## src/mpmc_settings.svh

```systemverilog
`ifndef MPMC_SETTINGS_SVH
`define MPMC_SETTINGS_SVH

// port side
`define MPMC_PORTS 4
`define MPMC_PORT_BITS 2

// data path, one memory word per access
`define MPMC_WORD_BITS 128
`define MPMC_SEL_BITS 16

// wishbone byte address
`define MPMC_ADR_BITS 32

// app interface word address
`define MPMC_APP_ADR_BITS 30

// clocks between refresh requests
`define MPMC_REFRESH_INTERVAL 512

`endif

```

## src/mpmc_pkg.sv

```systemverilog
`include "mpmc_settings.svh"

package mpmc_pkg;

	// app_cmd encodings of the memory controller
	localparam logic [2:0] APP_CMD_WRITE = 3'd0;
	localparam logic [2:0] APP_CMD_READ = 3'd1;

	// wishbone classic master side of one port
	typedef struct packed {
		logic cyc;
		logic stb;
		logic we;
		logic [`MPMC_SEL_BITS-1:0] sel;
		logic [`MPMC_ADR_BITS-1:0] adr;
		logic [`MPMC_WORD_BITS-1:0] dat;
	} wb_req_t;

	typedef struct packed {
		logic ack;
		logic [`MPMC_WORD_BITS-1:0] dat;
	} wb_resp_t;

	// app command channel
	typedef struct packed {
		logic en;
		logic [2:0] cmd;
		logic [`MPMC_APP_ADR_BITS-1:0] addr;
	} app_cmd_t;

	// app write data channel, last is the wdf end flag
	typedef struct packed {
		logic wren;
		logic last;
		logic [`MPMC_SEL_BITS-1:0] mask;
		logic [`MPMC_WORD_BITS-1:0] data;
	} app_wdf_t;

	typedef enum logic [2:0] {
		IDLE = 3'd0,
		REFRESH = 3'd1,
		WRITE_CMD = 3'd2,
		READ_CMD = 3'd3,
		READ_WAIT = 3'd4,
		ACK = 3'd5
	} mpmc_state_t;

endpackage

```

## src/mpmc_cmd_sequencer.sv

```systemverilog
`timescale 1ns/1ps
`include "mpmc_settings.svh"

module mpmc_cmd_sequencer (
	input logic mem_ui_clk,
	input logic irst,
	input logic calib_complete,
	input logic ref_pending,
	input logic grant_valid,
	input mpmc_pkg::wb_req_t grant_req,
	input logic app_rdy,
	input logic app_wdf_rdy,
	input logic app_ref_ack,
	input logic app_rd_data_valid,
	output mpmc_pkg::app_cmd_t app_cmd,
	output mpmc_pkg::app_wdf_t app_wdf,
	output logic app_ref_req,
	output mpmc_pkg::mpmc_state_t state,
	output logic ref_done,
	output logic done
);
	import mpmc_pkg::*;

	logic cmd_en;
	logic [2:0] cmd_code;
	logic [`MPMC_APP_ADR_BITS-1:0] cmd_addr;
	logic wdf_wren;
	logic [`MPMC_SEL_BITS-1:0] wdf_mask;
	logic [`MPMC_WORD_BITS-1:0] wdf_data;
	logic cmd_taken;
	logic wdf_taken;
	logic cmd_ok;
	logic wdf_ok;
	logic start;
	logic [`MPMC_SEL_BITS-1:0] req_mask;
	logic [`MPMC_WORD_BITS-1:0] req_data;

	// ========================================================================
	// write lane shaping
	// ========================================================================

	// masked lanes carry all ones, the controller ignores them anyway
	always_comb begin
		req_mask = ~grant_req.sel;
		for (int i = 0; i < `MPMC_SEL_BITS; i++) begin
			req_data[i*8 +: 8] = req_mask[i] ? 8'hFF : grant_req.dat[i*8 +: 8];
		end
	end

	// refresh has priority over a waiting grant
	assign start = (state == IDLE) && calib_complete && !ref_pending && grant_valid;

	// accepted earlier, or being accepted on this edge
	assign cmd_ok = cmd_taken || (cmd_en && app_rdy);
	assign wdf_ok = wdf_taken || (wdf_wren && app_wdf_rdy);

	// ========================================================================
	// state machine
	// ========================================================================

	always_ff @(posedge mem_ui_clk) begin
		if (irst) begin
			state <= IDLE;
			cmd_en <= 1'b0;
			wdf_wren <= 1'b0;
			app_ref_req <= 1'b0;
			cmd_taken <= 1'b0;
			wdf_taken <= 1'b0;
		end else begin
			case (state)
			IDLE: begin
				cmd_taken <= 1'b0;
				wdf_taken <= 1'b0;
				if (calib_complete && ref_pending) begin
					app_ref_req <= 1'b1;
					state <= REFRESH;
				end else if (start) begin
					cmd_en <= 1'b1;
					wdf_wren <= grant_req.we;
					if (grant_req.we) begin
						state <= WRITE_CMD;
					end else begin
						state <= READ_CMD;
					end
				end
			end
			REFRESH: begin
				if (app_ref_ack) begin
					app_ref_req <= 1'b0;
					state <= IDLE;
				end
			end
			// command and data may be accepted on different cycles
			WRITE_CMD: begin
				if (cmd_en && app_rdy) begin
					cmd_en <= 1'b0;
					cmd_taken <= 1'b1;
				end
				if (wdf_wren && app_wdf_rdy) begin
					wdf_wren <= 1'b0;
					wdf_taken <= 1'b1;
				end
				if (cmd_ok && wdf_ok) begin
					state <= ACK;
				end
			end
			READ_CMD: begin
				if (app_rdy) begin
					cmd_en <= 1'b0;
					state <= READ_WAIT;
				end
			end
			READ_WAIT: begin
				if (app_rd_data_valid) begin
					state <= ACK;
				end
			end
			default: begin
				state <= IDLE;
			end
			endcase
		end
	end

	// command payload, loaded once per access
	always_ff @(posedge mem_ui_clk) begin
		if (start) begin
			cmd_code <= grant_req.we ? APP_CMD_WRITE : APP_CMD_READ;
			cmd_addr <= {grant_req.adr[`MPMC_APP_ADR_BITS-1:4], 4'b0000};
			wdf_mask <= req_mask;
			wdf_data <= req_data;
		end
	end

	always_comb begin
		app_cmd.en = cmd_en;
		app_cmd.cmd = cmd_code;
		app_cmd.addr = cmd_addr;
		app_wdf.wren = wdf_wren;
		// single beat, so every data beat is also the last one
		app_wdf.last = wdf_wren;
		app_wdf.mask = wdf_mask;
		app_wdf.data = wdf_data;
	end

	assign done = (state == ACK);
	assign ref_done = (state == REFRESH) && app_ref_ack;

	a_cmd_hold: assert property (@(posedge mem_ui_clk) disable iff (irst)
		(app_cmd.en && !app_rdy) |=> $stable(app_cmd));

	a_no_wren_in_read: assert property (@(posedge mem_ui_clk) disable iff (irst)
		(state == READ_CMD || state == READ_WAIT) |-> !app_wdf.wren);

endmodule

```

## src/mpmc_port_arbiter.sv

```systemverilog
`timescale 1ns/1ps
`include "mpmc_settings.svh"

module mpmc_port_arbiter (
	input logic mem_ui_clk,
	input logic irst,
	input mpmc_pkg::wb_req_t [`MPMC_PORTS-1:0] wb_req,
	input mpmc_pkg::mpmc_state_t state,
	output logic grant_valid,
	output logic [`MPMC_PORT_BITS-1:0] grant_port,
	output mpmc_pkg::wb_req_t grant_req
);
	import mpmc_pkg::*;

	logic [`MPMC_PORTS-1:0] pend;
	logic [`MPMC_PORT_BITS-1:0] rr_ptr;
	logic pick_valid;
	logic [`MPMC_PORT_BITS-1:0] pick_port;
	logic take;

	always_comb begin
		for (int i = 0; i < `MPMC_PORTS; i++) begin
			pend[i] = wb_req[i].cyc & wb_req[i].stb;
		end
	end

	// first pending port searching upward from the pointer, wrapping around
	always_comb begin
		logic [`MPMC_PORT_BITS-1:0] idx;
		pick_valid = 1'b0;
		pick_port = rr_ptr;
		for (int k = 0; k < `MPMC_PORTS; k++) begin
			idx = rr_ptr + `MPMC_PORT_BITS'(k);
			if (!pick_valid && pend[idx]) begin
				pick_valid = 1'b1;
				pick_port = idx;
			end
		end
	end

	// only a free controller takes a new request
	assign take = (state == IDLE) && !grant_valid && pick_valid;

	always_ff @(posedge mem_ui_clk) begin
		if (irst) begin
			grant_valid <= 1'b0;
			rr_ptr <= '0;
		end else if (state == ACK) begin
			grant_valid <= 1'b0;
		end else if (take) begin
			grant_valid <= 1'b1;
			rr_ptr <= pick_port + 1'b1;
		end
	end

	// copy of the winning request, held until the access is done
	always_ff @(posedge mem_ui_clk) begin
		if (take) begin
			grant_port <= pick_port;
			grant_req <= wb_req[pick_port];
		end
	end

	a_grant_held: assert property (@(posedge mem_ui_clk) disable iff (irst)
		(grant_valid && state != IDLE) |=> $stable(grant_port));

endmodule

```

## src/mpmc_refresh_gen.sv

```systemverilog
`timescale 1ns/1ps
`include "mpmc_settings.svh"

module mpmc_refresh_gen (
	input logic mem_ui_clk,
	input logic irst,
	input logic calib_complete,
	input logic ref_done,
	output logic ref_pending
);
	localparam int CNT_BITS = $clog2(`MPMC_REFRESH_INTERVAL);
	localparam logic [CNT_BITS-1:0] CNT_LAST = CNT_BITS'(`MPMC_REFRESH_INTERVAL - 1);

	logic [CNT_BITS-1:0] ref_cnt;
	logic wrap;

	assign wrap = calib_complete && (ref_cnt == CNT_LAST);

	// interval counter, held at zero until the memory is calibrated
	always_ff @(posedge mem_ui_clk) begin
		if (irst || !calib_complete) begin
			ref_cnt <= '0;
		end else if (wrap) begin
			ref_cnt <= '0;
		end else begin
			ref_cnt <= ref_cnt + 1'b1;
		end
	end

	// a new interval wins over a completion in the same cycle
	always_ff @(posedge mem_ui_clk) begin
		if (irst) begin
			ref_pending <= 1'b0;
		end else if (wrap) begin
			ref_pending <= 1'b1;
		end else if (ref_done) begin
			ref_pending <= 1'b0;
		end
	end

endmodule

```

## src/mpmc_resp_router.sv

```systemverilog
`timescale 1ns/1ps
`include "mpmc_settings.svh"

module mpmc_resp_router (
	input logic mem_ui_clk,
	input logic irst,
	input logic done,
	input logic [`MPMC_PORT_BITS-1:0] grant_port,
	input logic app_rd_data_valid,
	input logic [`MPMC_WORD_BITS-1:0] app_rd_data,
	output mpmc_pkg::wb_resp_t [`MPMC_PORTS-1:0] wb_resp
);
	logic [`MPMC_WORD_BITS-1:0] rd_hold;
	logic [`MPMC_PORTS-1:0] ack;

	// last word returned by the controller
	always_ff @(posedge mem_ui_clk) begin
		if (app_rd_data_valid) begin
			rd_hold <= app_rd_data;
		end
	end

	// one ack pulse on the port that owns the finished access
	always_ff @(posedge mem_ui_clk) begin
		if (irst) begin
			ack <= '0;
		end else begin
			ack <= '0;
			if (done) begin
				ack[grant_port] <= 1'b1;
			end
		end
	end

	always_comb begin
		for (int i = 0; i < `MPMC_PORTS; i++) begin
			wb_resp[i].ack = ack[i];
			wb_resp[i].dat = rd_hold;
		end
	end

	a_single_ack: assert property (@(posedge mem_ui_clk) disable iff (irst)
		$onehot0(ack));

endmodule

```

## src/mpmc_top.sv

```systemverilog
`timescale 1ns/1ps
`include "mpmc_settings.svh"

module mpmc_top (
	input logic mem_ui_clk,
	input logic irst,
	input logic calib_complete,
	input mpmc_pkg::wb_req_t [`MPMC_PORTS-1:0] wb_req,
	output mpmc_pkg::wb_resp_t [`MPMC_PORTS-1:0] wb_resp,
	output mpmc_pkg::app_cmd_t app_cmd,
	output mpmc_pkg::app_wdf_t app_wdf,
	input logic app_rdy,
	input logic app_wdf_rdy,
	input logic app_rd_data_valid,
	input logic [`MPMC_WORD_BITS-1:0] app_rd_data,
	output logic app_ref_req,
	input logic app_ref_ack
);
	import mpmc_pkg::*;

	mpmc_state_t state;
	logic grant_valid;
	logic [`MPMC_PORT_BITS-1:0] grant_port;
	wb_req_t grant_req;
	logic ref_pending;
	logic ref_done;
	logic done;

	// ========================================================================
	// port side
	// ========================================================================

	mpmc_port_arbiter u_arb (
		.mem_ui_clk(mem_ui_clk),
		.irst(irst),
		.wb_req(wb_req),
		.state(state),
		.grant_valid(grant_valid),
		.grant_port(grant_port),
		.grant_req(grant_req)
	);

	mpmc_resp_router u_router (
		.mem_ui_clk(mem_ui_clk),
		.irst(irst),
		.done(done),
		.grant_port(grant_port),
		.app_rd_data_valid(app_rd_data_valid),
		.app_rd_data(app_rd_data),
		.wb_resp(wb_resp)
	);

	// ========================================================================
	// memory side
	// ========================================================================

	mpmc_refresh_gen u_ref (
		.mem_ui_clk(mem_ui_clk),
		.irst(irst),
		.calib_complete(calib_complete),
		.ref_done(ref_done),
		.ref_pending(ref_pending)
	);

	mpmc_cmd_sequencer u_seq (
		.mem_ui_clk(mem_ui_clk),
		.irst(irst),
		.calib_complete(calib_complete),
		.ref_pending(ref_pending),
		.grant_valid(grant_valid),
		.grant_req(grant_req),
		.app_rdy(app_rdy),
		.app_wdf_rdy(app_wdf_rdy),
		.app_ref_ack(app_ref_ack),
		.app_rd_data_valid(app_rd_data_valid),
		.app_cmd(app_cmd),
		.app_wdf(app_wdf),
		.app_ref_req(app_ref_req),
		.state(state),
		.ref_done(ref_done),
		.done(done)
	);

endmodule

```

## config.mk

```make
export PLATFORM = sky130hd
export DESIGN_NAME = mpmc_top
export DESIGN_NICKNAME = d
export VERILOG_FILES = /design/src/mpmc_pkg.sv /design/src/mpmc_cmd_sequencer.sv /design/src/mpmc_port_arbiter.sv /design/src/mpmc_refresh_gen.sv /design/src/mpmc_resp_router.sv /design/src/mpmc_top.sv
export VERILOG_INCLUDE_DIRS = /design/src
export SDC_FILE = /design/constraint.sdc
export NUM_CORES = 1
export LEC_CHECK = 0
export BUFFER_PORTS_ARGS = -buffer_cell sky130_fd_sc_hd__buf_2
export CAP_MARGIN = 20
export CORE_AREA = 2 2 605 607
export CTS_CLUSTER_DIAMETER = 150
export CTS_CLUSTER_SIZE = 14
export DETAILED_ROUTE_END_ITERATION = 10
export DIE_AREA = 0 0 607 609
export PLACE_DENSITY = 0.3
export SLEW_MARGIN = 10
export SYNTH_ARGS = -nofsm -noshare
export SYNTH_HDL_FRONTEND = slang
export SYNTH_HIERARCHICAL = 1
export SYNTH_SLANG_ARGS = --single-unit
```

## constraint.sdc

```tcl
create_clock -name mem_ui_clk -period 19.5 [get_ports mem_ui_clk]
set_clock_uncertainty 0.15 [all_clocks]
set_input_delay 2.925 -clock mem_ui_clk [delete_from_list [all_inputs] [get_ports mem_ui_clk]]
set_output_delay 2.925 -clock mem_ui_clk [all_outputs]
set_load 0.01 [all_outputs]
```

# Word level (Yosys, flattened, before mapping)
# Index checks and enable logic that the tools add are counted.
op_classes:
  bitwise_logic: 6
  n_reduce_logical: 39
  order_cmp: 7
  eq_ne: 16
  muxes: 46
  add_sub_neg: 5
ops:
  columns: ["cell", "count"]
  rows:
  - ["binary-select mux 179 bit (select 2 bit)", 1]
  - ["two-way mux 177 bit", 1]
  - ["two-way mux 1 bit", 24]
  - ["less-than comparator 2 x 3 -> 1 bit, second input constant", 6]
  - ["two-way mux 3 bit", 6]
  - ["inverter 16 bit", 1]
  - ["logical AND 1 bit", 15]
  - ["one-hot mux 3 bit (5 select lines)", 1]
  - ["inequality test 2 x 1 -> 1 bit, second input constant", 5]
  - ["AND reduction 5 bit", 2]
  - ["adder 9 x 1 -> 9 bit, second input constant", 1]
  - ["equality test 9 bit, second input constant", 1]
  - ["binary-select mux 1 bit (select 2 bit)", 4]
  - ["inequality test 2 bit, second input constant", 4]
  - ["one-hot mux 1 bit (2 select lines)", 4]
  - ["equality test 3 x 2 -> 1 bit, second input constant", 2]
  - ["equality test 3 bit, second input constant", 2]
  - ["logical NOT 1 bit", 6]
  - ["two-way mux 2 bit", 3]
  - ["AND reduction 2 bit", 3]
  - ["nonzero test 2 bit", 3]
  - ["OR reduction 2 bit", 3]
  - ["adder 2 x 1 -> 2 bit, second input constant", 2]
  - ["adder 2 bit, second input constant", 2]
  - ["12 further kinds", 17]
totals:
  out_inout_bits: 697
  regBits: 503
  wordCells: 155
  input_bits: 851

# Longest topological paths before layout
# Gate-level depths: netlist of the first run.
depth:
  ltp_word: 15
  depth_mapped: 8
  depth_no_buf: 6

# By module
# The synthesis of the first run kept the hierarchy.
by_module_without_submodules:
  columns: ["mod", "seq_area_each_um2", "area_each_um2", "instances", "cells_each"]
  rows:
  - ["mpmc_port_arbiter", 5495.3, 10691.5, 1, 1226]
  - ["mpmc_resp_router", 3923.8, 6856.6, 1, 520]
  - ["mpmc_cmd_sequencer", 5295.1, 6571.3, 1, 387]
  - ["mpmc_refresh_gen", 200.2, 406.6, 1, 44]

# Least setup slack after synthesis of the first run
# No wires, ideal clock.
synth_path:
  path_type: "input-to-reg"
  startpoint: "input wb_req[178] (netlist name)"
  endpoint: "register u_arb.rr_ptr[0]"
  setup_ns: 0.692
  path_buffers: 0
  slack_ns: 2.727
  t_required_ns: 18.658
  stages: 4
  arrival_time_ns: 15.931
  cell_sequence: "nand2_1 > and4_1 > nor3_1 > a211oi_1"
synth_via:
  elab_chain_len: 15
  word_cells_on_any_way: 25
  classes_between: "add/sub (1); mux (15); bitwise (1); reduce/logical (8)"
synth_lines:
  columns: ["item", "line_no", "text"]
  rows:
  - ["start: declaration", "mpmc_top.sv:8", "input mpmc_pkg::wb_req_t [`MPMC_PORTS-1:0] wb_req,"]
  - ["AND 1 bit *", "mpmc_port_arbiter.sv:23", "pend[i] = wb_req[i].cyc & wb_req[i].stb;"]
  - ["binary-select mux 1 bit (select 2 bit)", "mpmc_port_arbiter.sv:34", "if (!pick_valid && pend[idx]) begin"]
  - ["two-way mux 1 bit (not written as such)", "mpmc_port_arbiter.sv:34", null]
  - ["two-way mux 1 bit", "mpmc_port_arbiter.sv:34", null]
  - ["logical NOT 1 bit", "mpmc_port_arbiter.sv:34", null]
  - ["logical AND 1 bit", "mpmc_port_arbiter.sv:34", null]
  - ["two-way mux 1 bit", "mpmc_port_arbiter.sv:34", null]
  - ["logical NOT 1 bit", "mpmc_port_arbiter.sv:34", null]
  - ["logical AND 1 bit", "mpmc_port_arbiter.sv:34", null]
  - ["two-way mux 1 bit", "mpmc_port_arbiter.sv:34", null]
  - ["logical NOT 1 bit", "mpmc_port_arbiter.sv:34", null]
  - ["logical AND 1 bit", "mpmc_port_arbiter.sv:34", null]
  - ["two-way mux 1 bit *", "mpmc_port_arbiter.sv:34", null]
  - ["logical AND 1 bit *", "mpmc_port_arbiter.sv:42", "assign take = (state == IDLE) && !grant_valid && pick_valid;"]
  - ["net u_arb.take", "mpmc_port_arbiter.sv:19", "logic take;"]
  - ["AND reduction 2 bit (no source line) *", null, null]
  - ["end signal: assignment", "mpmc_port_arbiter.sv:52", "rr_ptr <= pick_port + 1'b1;"]
  - ["end: declaration", "mpmc_port_arbiter.sv:16", "logic [`MPMC_PORT_BITS-1:0] rr_ptr;"]
# The timed path passes the listed nets; every way through them passes the cells marked *. The select of a mux whose other input is x is not followed.
# A chain may end at the register's enable or synchronous reset.

# Final worst setup path of the first run
layout_path:
  startpoint: "input wb_req[715] (netlist name)"
  endpoint: "register, netlist name u_arb/grant_req[113]"
layout_via:
  elab_chain_len: 15
  word_cells_on_any_way: 23
  classes_between: "mux (16); bitwise (1); reduce/logical (6)"
layout_lines:
  columns: ["item", "line_no", "text"]
  rows:
  - ["AND 1 bit *", "mpmc_port_arbiter.sv:23", null]
  - ["binary-select mux 1 bit (select 2 bit)", "mpmc_port_arbiter.sv:34", null]
  - ["two-way mux 1 bit (not written as such)", "mpmc_port_arbiter.sv:34", null]
  - ["two-way mux 1 bit", "mpmc_port_arbiter.sv:34", null]
  - ["logical NOT 1 bit", "mpmc_port_arbiter.sv:34", null]
  - ["logical AND 1 bit", "mpmc_port_arbiter.sv:34", null]
  - ["two-way mux 1 bit", "mpmc_port_arbiter.sv:34", null]
  - ["logical NOT 1 bit", "mpmc_port_arbiter.sv:34", null]
  - ["logical AND 1 bit", "mpmc_port_arbiter.sv:34", null]
  - ["two-way mux 1 bit", "mpmc_port_arbiter.sv:34", null]
  - ["logical NOT 1 bit", "mpmc_port_arbiter.sv:34", null]
  - ["logical AND 1 bit", "mpmc_port_arbiter.sv:34", null]
  - ["two-way mux 2 bit *", "mpmc_port_arbiter.sv:34", null]
  - ["binary-select mux 179 bit (select 2 bit) *", "mpmc_port_arbiter.sv:60", "grant_req <= wb_req[pick_port];"]
  - ["two-way mux 177 bit (not written as such) *", "mpmc_port_arbiter.sv:60", null]
# Every way passes the cells marked *; elsewhere a longest branch is shown, timed or not. The select of a mux whose other input is x is not followed.

==> results of run 1 <==
area by class of cell:
type | count | area, um^2
repair buffers | 1545 | 7850
inverters | 24 | 105
clock buffers | 64 | 1300
diodes | 55 | 138
well taps | 4816 | 6030
flip-flops and latches | 497 | 14700
fillers | 42300 | 328000
multi-input cells | 1098 | 5840
clock inverters | 15 | 190
state kept, by name (all words and copies together), names as in the netlist:
register,flops
u_arb/grant_port,2
u_arb/grant_req,171
u_arb/grant_valid,1
u_arb/rr_ptr,2
u_ref/ref_cnt,9
u_ref/ref_pending,1
u_router/ack,4
u_router/rd_hold,128
u_seq/app_ref_req,1
u_seq/cmd_addr,26
u_seq/cmd_code,1
u_seq/cmd_en,1
u_seq/cmd_taken,1
u_seq/state,3
u_seq/wdf_data,128
u_seq/wdf_mask,16
u_seq/wdf_taken,1
u_seq/wdf_wren,1
layer usage:
layer	part of all wire (%)	global-route usage, %	vias up
met4	3.2	3.39	76
met2	52	19.7	1307
li1	-	-	9394
met1	36	11.3	10900
met5	0.23	0	-
met3	8.9	4.02	346
worst max-delay path, delay by kind of cell:
kind | cells | cell delay, ns
buf+inv | 6 | 2.80
compound gates | 3 | 0.88
simple gates | 2 | 0.30
report_power, final:
part / internal (uW) / total [uW] / switching, uW
combinational: 403 / 1360 / 960
clock: 491 / 1010 / 519
sequential: 1560 / 1770 / 212
total: 2460 / 4150 / 1690
final timing paths:
kind	startpoint	to	depth (start not counted)
setup / recovery	wb_req[715]	u_arb/grant_req[113]$_DFFE_PP_	11
hold / removal	u_arb/grant_req[135]$_DFFE_PP_	u_seq/cmd_addr[7]$_DFFE_PP_	0
setup reg to reg	u_arb/rr_ptr[0]$_SDFFE_PP0P_	u_arb/grant_req[113]$_DFFE_PP_	9
hold reg to reg	u_arb/grant_req[135]$_DFFE_PP_	u_seq/cmd_addr[7]$_DFFE_PP_	0
per-stage QoR:
stage / std cells / utilization (%) / hold WS [ns]
5_1_grt: 8085 / 9.91 / 0.278
2_1_floorplan: 2134 / - / 0.250
3_3_place_gp: 7980 / 9.48 / 0.251
4_1_cts: 8059 / 9.89 / 0.275
3_5_place_dp: 7980 / 9.48 / 0.255
6_report: 8114 / 9.93 / 0.273
==> run summary, run 1 <==
Most frequent cells in the layout - buf_2 (1516), nand2_1 (529), edfxtp_1 (472)
CP arrival - 7.22 ns
Syn-to-layout area delta - 50.0%
Final period util - 35.4%
Share of cells above drive strength 1 - 50.1%
Post_cts resized - 0
Req. time, crit path - 19.82 ns
Max cap viols - 0
First-pass GRT wire length - 253000 um
RSZ-0062 raised after global routing - no
Vias per inst - 2.72
GRT Residual Overflow - 0
Pwr dens - 115 nW/um^2
Die X - 607 um
Worst setup EP type - register
Post-CTS Setup Inserts - 0
Clk_lat worst skew - 0.72 ns
IO buf count - 1517
Post-layout min period - 6.90 ns
Final setup fails - 0
Power, Total - 4150 uW
Row count - 222
Clock sinks - 497
Clk buf depth - 3
Worst reg-to-reg setup slack - 14.67 ns
Synthesized instance count - 2129
1st-iter DRT viols - 1567
Area of the core - 364000 um^2
Avg Inst Size Synth - 11.3 um^2
Via count - 22000
Post-DP Area - 34500 um^2
Initial Util - 6.62%
Crit path max fanout - 111
Max IR drop VDD - 0.0620 mV
Most used cell, CP - buf_4
# H-tree levels - 2
Wirelength per Cell - 25.9 um
CTS Buf Count - 49
Total GRT Usage - 10.8%
Slowest cell on crit path - buf_4
Die Ht - 609 um
Worst-margin pin slew - 0.980 ns
Worst setup SP type - input pin
Vias in the first global route - 21200
DRT Pass-1 Iters - 7
CTS Hold Buffers Added - 0
Outcome - finished, final reports clean
HP Class - register to register
CTS tree - built
Place WS - 11.79 ns
Final hold vios - 0
Leakage power - 0.0139 uW
Slowest stage delay, CP - 0.71 ns
YS warnings - 6
Routed WL - 210000 um
Fmax - 0.145 GHz
Die area - 370000 um^2
I/O Pins - 1548
PnR worst setup slack - 12.60 ns
Residual DRC - 0
Routability Congestion - 0.958
CP cell instances - buf_2 > and2_1 > a311o_1 > o21ai_4 > buf_4 > buf_4 > buf_4 > buf_12 > buf_4 > nand2_1 > a32oi_1
Final slew viol count - 0
Root Buffer - clkbuf_16
Setup_tns - 0 ns
Layout net count - 4068
Clock transition at path regs - 0.07 ns
Commonest non-fill, non-tap cell in the layout - buf_2
ANT nets after route - 0
Largest net degree at the start of global routing - 172
Rel. slew slack - 34.7%
Critical path class - input pin to register
Post-Syn Area - 24100 um^2
Initial antenna violation count - 141
Post-route design area - 36100 um^2
Detail Placement HPWL - 178000 um
No activity file was read; power rests on OpenSTA's default activity.
==> run 2, diff against run 1 <==
--- a/config.mk
+++ b/config.mk
@@ -8,12 +8,12 @@
 export LEC_CHECK = 0
 export BUFFER_PORTS_ARGS = -buffer_cell sky130_fd_sc_hd__buf_2
 export CAP_MARGIN = 20
-export CORE_AREA = 2 2 605 607
+export CORE_AREA = 2 2 594 596
 export CTS_CLUSTER_DIAMETER = 150
 export CTS_CLUSTER_SIZE = 14
 export DETAILED_ROUTE_END_ITERATION = 10
-export DIE_AREA = 0 0 607 609
-export PLACE_DENSITY = 0.3
+export DIE_AREA = 0 0 596 598
+export PLACE_DENSITY = 0.31
 export SLEW_MARGIN = 10
 export SYNTH_ARGS = -nofsm -noshare
 export SYNTH_HDL_FRONTEND = slang
==> constraint.sdc (replaced) <==
create_clock -name mem_ui_clk -period 6.1 [get_ports mem_ui_clk]
set_clock_uncertainty 0.15 [all_clocks]
set_input_delay 0.915 -clock mem_ui_clk [delete_from_list [all_inputs] [get_ports mem_ui_clk]]
set_output_delay 0.915 -clock mem_ui_clk [all_outputs]
set_load 0.01 [all_outputs]
==> run 2 against run 1 <==
Compared with the run above: via count is 1.1% higher; wire length is 3.0% higher; combinational power grew to 3.1 times the previous value; critical path type unchanged; critical endpoint is now u_arb/grant_req[91]$_DFFE_PP_; largest cell class unchanged; highest routed layer unchanged.
==> run summary, run 2 (synthesis gave the netlist of run 1 again) <==
Fin util - 10.2% (+0.28 points)
CP arrival - 3.55 ns (-3.67 ns)
Post-layout min period - 3.31 ns
Worst-margin pin slew - 1.08 ns (+0.0987 ns)
Die Ht - 598 um (-1.8%)
Detail Placement HPWL - 188000 um (+5.7%)
Met2 WL - 107000 um (-0.94%)
Vias in the first global route - 21700 (+2.2%)
Residual DRC - 0 (unchanged)
First-pass GRT wire length - 260000 um (+2.8%)
Largest register FFs - 171 (unchanged)
Wirelength per Cell - 27.3 um (+5.7%)
Reg with most FFs - u_arb/grant_req
Initial antenna violation count - 200 (+42%)
Fin cells - 7910 (-2.5%)
Syn-to-layout area delta - 48.7%
Final setup fails - 0 (unchanged)
Root Buffer - clkbuf_16
Vias per inst - 2.82 (+3.7%)
Most frequent cells in the layout - buf_2 (1516), nand2_1 (529), edfxtp_1 (472)
Die area - 356000 um^2 (-3.6%)
Share of cells above drive strength 1 - 50.2% (about the same)
CTS tree - built
Outcome - finished, final reports clean
Rel. slew slack - 28.1% (-6.6 points)
Initial Util - 6.87% (+0.25 points)
Fillers - 40700 (-3.8%)
Final hold vios - 0 (unchanged)
Clk buf depth - 3 (unchanged)
Top Metal Used - met5
CTS Hold Buffers Added - 0 (unchanged)
FF-to-FF path depth - 7 (-2)
Critical path class - input pin to register
Clock sinks - 497 (unchanged)
Routability Congestion - 0.898 (-6.3%)
GRT Residual Overflow - 0 (unchanged)
DR WL met3 - 26300 um (+41%)
CTS Buf Count - 46 (-6.1%)
Biggest regs - u_arb/grant_req: 171 flops, u_router/rd_hold: 128 flops, u_seq/wdf_data: 128 flops
RSZ-0062 raised after global routing - no
Clk_lat worst skew - 0.70 ns (-0.02 ns)
RR Startpoint - u_arb/rr_ptr[1]$_SDFFE_PP0P_
Multi-input gate area - 5850 um^2 (+0.11%)
Post-CTS Setup Inserts - 0 (unchanged)
Routed WL - 216000 um (+3.0%)
IO buf count - 1517 (unchanged)
1st-iter DRT viols - 1319 (-16%)
Layout net count - 4066 (-0.049%)
Req. time, crit path - 6.35 ns (-13.47 ns)
Crit path max fanout - 87 (-22%)
Area of the core - 351000 um^2 (-3.6%)
Total GRT Usage - 11.6% (+0.78 points)
Leakage power - 0.0139 uW (-0.34%)
Setup_tns - 0 ns (unchanged)
Max cap viols - 0 (unchanged)
Post_cts resized - 0 (unchanged)
Clock transition at path regs - 0.08 ns (about the same)
Max IR drop VDD - 0.231 mV (+270%)
Worst setup EP type - register
Placed instance count - 7785 (-2.4%)
# H-tree levels - 2 (unchanged)
Final period util - 54.2%
Row count - 218 (-1.8%)
WL met1 - 74700 um (-1.6%)
Worst setup path startpoint - wb_req[357]
Die X - 596 um (-1.8%)
Worst reg-to-reg setup slack - 2.86 ns (-11.81 ns)
Pwr dens - 362 nW/um^2 (+220%)
Via count - 22300 (+1.1%)
Reg-to-Reg End - u_arb/grant_req[91]$_DFFE_PP_
CP Capture Point - u_arb/grant_req[91]$_DFFE_PP_
Largest net degree at the start of global routing - 128 (-26%)
I/O Pins - 1548 (unchanged)
HP Class - input pin to register
ANT nets after route - 0 (unchanged)
Commonest non-fill, non-tap cell in the layout - buf_2
Storage cell area - 14700 um^2 (unchanged)
Final slew viol count - 0 (unchanged)
Power, Total - 13000 uW (+210%)
Fmax - 0.303 GHz
DRT Pass-1 Iters - 5 (-2)
Worst setup SP type - input pin
## run 2: per-stage QoR
step	hold slack (ns)	cell area (um^2)	worst slack (ns)
after floorplan	0.250	24100	0.0572
after global placement	0.251	34300	2.02
after detailed placement	0.257	34300	2.00
after CTS	0.123	35700	2.76
after global routing	0.161	35700	2.70
final	0.245	35800	2.79
## run 2: cell type report
class | instances | area share [%]
multi-input cells | 1098 | 16.3
flip-flops and latches | 497 | 41.0
clock inverters | 12 | 0.370
well taps | 4620 | 16.1
inverters | 24 | 0.293
clock buffers | 55 | 3.34
repair buffers | 1546 | 22.1
diodes | 58 | 0.405
## run 2: critical path, cell delays in order
cell     delay (ns)
buf_2          0.11
and2_1         0.17
o221a_2        0.31
o21ai_4        0.26
buf_12         0.32
buf_4          0.50
nand2_1        0.11
a32oi_1        0.65
## run 2: how the worst min path moves through the flow
| stage | start | to | slack (ns) | depth (start not counted) |
|---|---|---|---|---|
| global placement | u_arb/grant_req[157]$_DFFE_PP_ | u_seq/cmd_addr[29]$_DFFE_PP_ | 0.25 | 0 |
| CTS | app_rd_data[52] | u_router/rd_hold[52]$_DFFE_PP_ | 0.12 | 1 |
| detailed placement | u_arb/grant_req[157]$_DFFE_PP_ | u_seq/cmd_addr[29]$_DFFE_PP_ | 0.26 | 0 |
| floorplan | u_arb/grant_req[138]$_DFFE_PP_ | u_seq/cmd_addr[10]$_DFFE_PP_ | 0.25 | 0 |
| finish | app_rd_data[52] | u_router/rd_hold[52]$_DFFE_PP_ | 0.25 | 1 |
| global route | app_rd_data[52] | u_router/rd_hold[52]$_DFFE_PP_ | 0.16 | 1 |
## run 2: per-layer routing
| layer | global-route usage, % | vias to the layer above |
|---|---|---|
| met2 | 20.5 | 1498 |
| met3 | 6.38 | 408 |
| met1 | 11.5 | 10900 |
| met4 | 3.34 | 112 |
| li1 | - | 9402 |
| met5 | 0.214 | - |
## run 2: power breakdown
part	switching, uW	leakage [uW]	internal (uW)
logic	2830	0.00859	1320
clock network	1550	0.000641	1400
registers	875	0.00462	5000
total	5250	0.0139	7730
==> run 3, diff against run 2 <==
==> constraint.sdc (replaced) <==
create_clock -name mem_ui_clk -period 2.9 [get_ports mem_ui_clk]
set_clock_uncertainty 0.15 [all_clocks]
set_input_delay 0.435 -clock mem_ui_clk [delete_from_list [all_inputs] [get_ports mem_ui_clk]]
set_output_delay 0.435 -clock mem_ui_clk [all_outputs]
set_load 0.01 [all_outputs]
==> run 3 against run 2 <==
Compared with the run above: first-iteration DRC count increased by 27%; clock power increased by 110%; final cell count increased by 10%; critical endpoint is now u_arb/grant_req[103]$_DFFE_PP_.
==> run summary, run 3 (synthesis gave the netlist of run 1 again) <==
Clk buf depth - 3 (unchanged)
Most frequent cells in the layout - buf_2 (1516), dlygate4sd3_1 (683), nand2_1 (529)
Req. time, crit path - 3.30 ns (-3.05 ns)
HP Class - input pin to register
Syn-to-layout area delta - 81.5%
Leakage power - 0.0173 uW (+25%)
Worst setup SP type - register
Fmax - 0.355 GHz
Post-layout min period - 2.82 ns
Wirelength per Cell - 26.3 um (-3.9%)
Die Ht - 598 um (unchanged)
Worst-margin pin slew - 1.03 ns (-0.0526 ns)
Placed instance count - 7879 (+1.2%)
Clk_lat worst skew - 0.68 ns (-0.02 ns)
RR Startpoint - u_arb/rr_ptr[0]$_SDFFE_PP0P_
Reg with most FFs - u_arb/grant_req
Initial antenna violation count - 190 (-5.0%)
Total GRT Usage - 12.2% (+0.67 points)
Die area - 356000 um^2 (unchanged)
Max IR drop VDD - 0.456 mV (+98%)
CP cell instances - o221a_2 > o21ai_4 > buf_12 > buf_12 > buf_12 > nand2_1 > a32oi_1 > dlygate4sd3_1
Via count - 25300 (+14%)
Worst reg-to-reg setup slack - 0.08 ns (-2.78 ns)
Layout net count - 4846 (+19%)
Vias per inst - 2.91 (+3.4%)
Routability Congestion - 0.909 (+1.2%)
Worst setup path startpoint - u_arb/rr_ptr[0]$_SDFFE_PP0P_
Largest net degree at the start of global routing - 79 (-38%)
CP top delay family - buffers and inverters
Critical path class - register to register
Most used cell, CP - buf_12
CP arrival - 3.22 ns (-0.33 ns)
Final hold vios - 0 (unchanged)
Root Buffer - clkbuf_16
ANT nets after route - 0 (unchanged)
Clock sinks - 497 (unchanged)
Outcome - finished, final reports clean
Reg-to-Reg End - u_arb/grant_req[103]$_DFFE_PP_
CTS Buf Count - 45 (-2.2%)
Buf/Inv on CP - 4 (+1)
IO buf count - 1517 (unchanged)
# H-tree levels - 2 (unchanged)
Routed WL - 228000 um (+5.7%)
RSZ-0062 raised after global routing - no
CP Capture Point - u_arb/grant_req[103]$_DFFE_PP_
Detail Placement HPWL - 200000 um (+6.1%)
Rel. slew slack - 31.6% (+3.5 points)
Die X - 596 um (unchanged)
Biggest regs - u_arb/grant_req: 171 flops, u_router/rd_hold: 128 flops, u_seq/wdf_data: 128 flops
DRT Pass-1 Iters - 5 (unchanged)
Row count - 218 (unchanged)
Fin cells - 8698 (+10%)
Slowest stage delay, CP - 0.56 ns (-0.09 ns)
Critical Path Stages - 8 (unchanged)
Final period util - 97.2%
Vias in the first global route - 25200 (+16%)
Crit path max fanout - 78 (-10%)
Final slew viol count - 0 (unchanged)
First-pass GRT wire length - 278000 um (+7.1%)
Largest register FFs - 171 (unchanged)
I/O Pins - 1548 (unchanged)
Setup_tns - 0 ns (unchanged)
Share of cells above drive strength 1 - 42.9% (-7.2 points)
FF-to-FF path depth - 8 (+1)
Slowest cell on crit path - dlygate4sd3_1
Final setup fails - 0 (unchanged)
Area of the core - 351000 um^2 (unchanged)
Max cap viols - 0 (unchanged)
Place WS - -0.0321 ns (-2.03 ns)
Pwr dens - 669 nW/um^2 (+85%)
Initial Util - 6.87% (unchanged)
Worst setup EP type - register
Fin util - 12.5% (+2.3 points)
GRT Residual Overflow - 0 (unchanged)
1st-iter DRT viols - 1672 (+27%)
Clock transition at path regs - 0.07 ns (about the same)
Commonest non-fill, non-tap cell in the layout - buf_2
Residual DRC - 0 (unchanged)
PnR worst setup slack - 0.0804 ns (-2.71 ns)
CTS tree - built
[run 3: cell types whose count changed in the layout (fill, tap and decap cells not counted), sizes merged]
cell / change
buf: +98
bufinv: +2
clkbuf: +2
clkinv: +1
diode: +7
dlygate4sd3: +683
inv: -5
[run 3: worst min-delay path by stage]
stage                                         startpoint                             end  slack (ns)  cells past startpoint
after global routing                         wb_req[697]  u_arb/grant_req[160]$_DFFE_PP_        0.04                      3
after detailed placement  u_arb/grant_req[141]$_DFFE_PP_    u_seq/cmd_addr[13]$_DFFE_PP_        0.26                      0
after floorplan           u_arb/grant_req[138]$_DFFE_PP_    u_seq/cmd_addr[10]$_DFFE_PP_        0.25                      0
after global placement    u_arb/grant_req[141]$_DFFE_PP_    u_seq/cmd_addr[13]$_DFFE_PP_        0.25                      0
after CTS                                    wb_req[671]  u_arb/grant_req[134]$_DFFE_PP_      0.0002                      3
final                                         wb_req[67]   u_arb/grant_req[67]$_DFFE_PP_        0.09                      3
[run 3: per-stage QoR]
stage | instance area [um^2] | hold slack, ns | total power (uW)
global placement | 35300 | 0.251 | 22500
detailed placement | 35300 | 0.256 | 22500
finish | 43700 | 0.0893 | 29300
floorplan | 24100 | 0.250 | 16500
global route | 43600 | 0.0401 | 31100
CTS | 43500 | 0.000204 | 30200
[run 3: cell type report]
class	instances	area, um^2
fillers	40200	307000
flip-flops and latches	497	14700
inverters	24	106
clock inverters	10	143
repair buffers	2327	15800
multi-input cells	1098	5860
clock buffers	57	1210
diodes	65	163
well taps	4620	5780
[run 3: timing repair]
item,4_1_cts,5_1_grt
setup endpoints to repair,0,16
hold buffers,683,0
resized for setup,0,4
buffers inserted,0,4
endpoints found under the hold margin,311,0
[run 3: power by group]
group | internal (uW) | total (uW) | switching (uW)
registers | 10500 | 12100 | 1600
logic | 4310 | 10900 | 6550
clock network | 3130 | 6310 | 3180
total | 17900 | 29300 | 11300
[run 3: per-layer routing]
layer | wire [um] | part of all wire, % | vias up | track usage (%)
li1 | - | - | 11000 | -
met1 | 83400 | 36 | 12300 | 12.9
met2 | 113000 | 50 | 1553 | 21.9
met3 | 22500 | 9.9 | 404 | 5.06
met4 | 8420 | 3.7 | 100 | 3.89
met5 | 781 | 0.34 | - | 0.134
[run 3: tightest hold or removal path: stages]
cell and delay, ns:
buf_2 0.10, nand2_1 0.11, a32oi_1 0.12
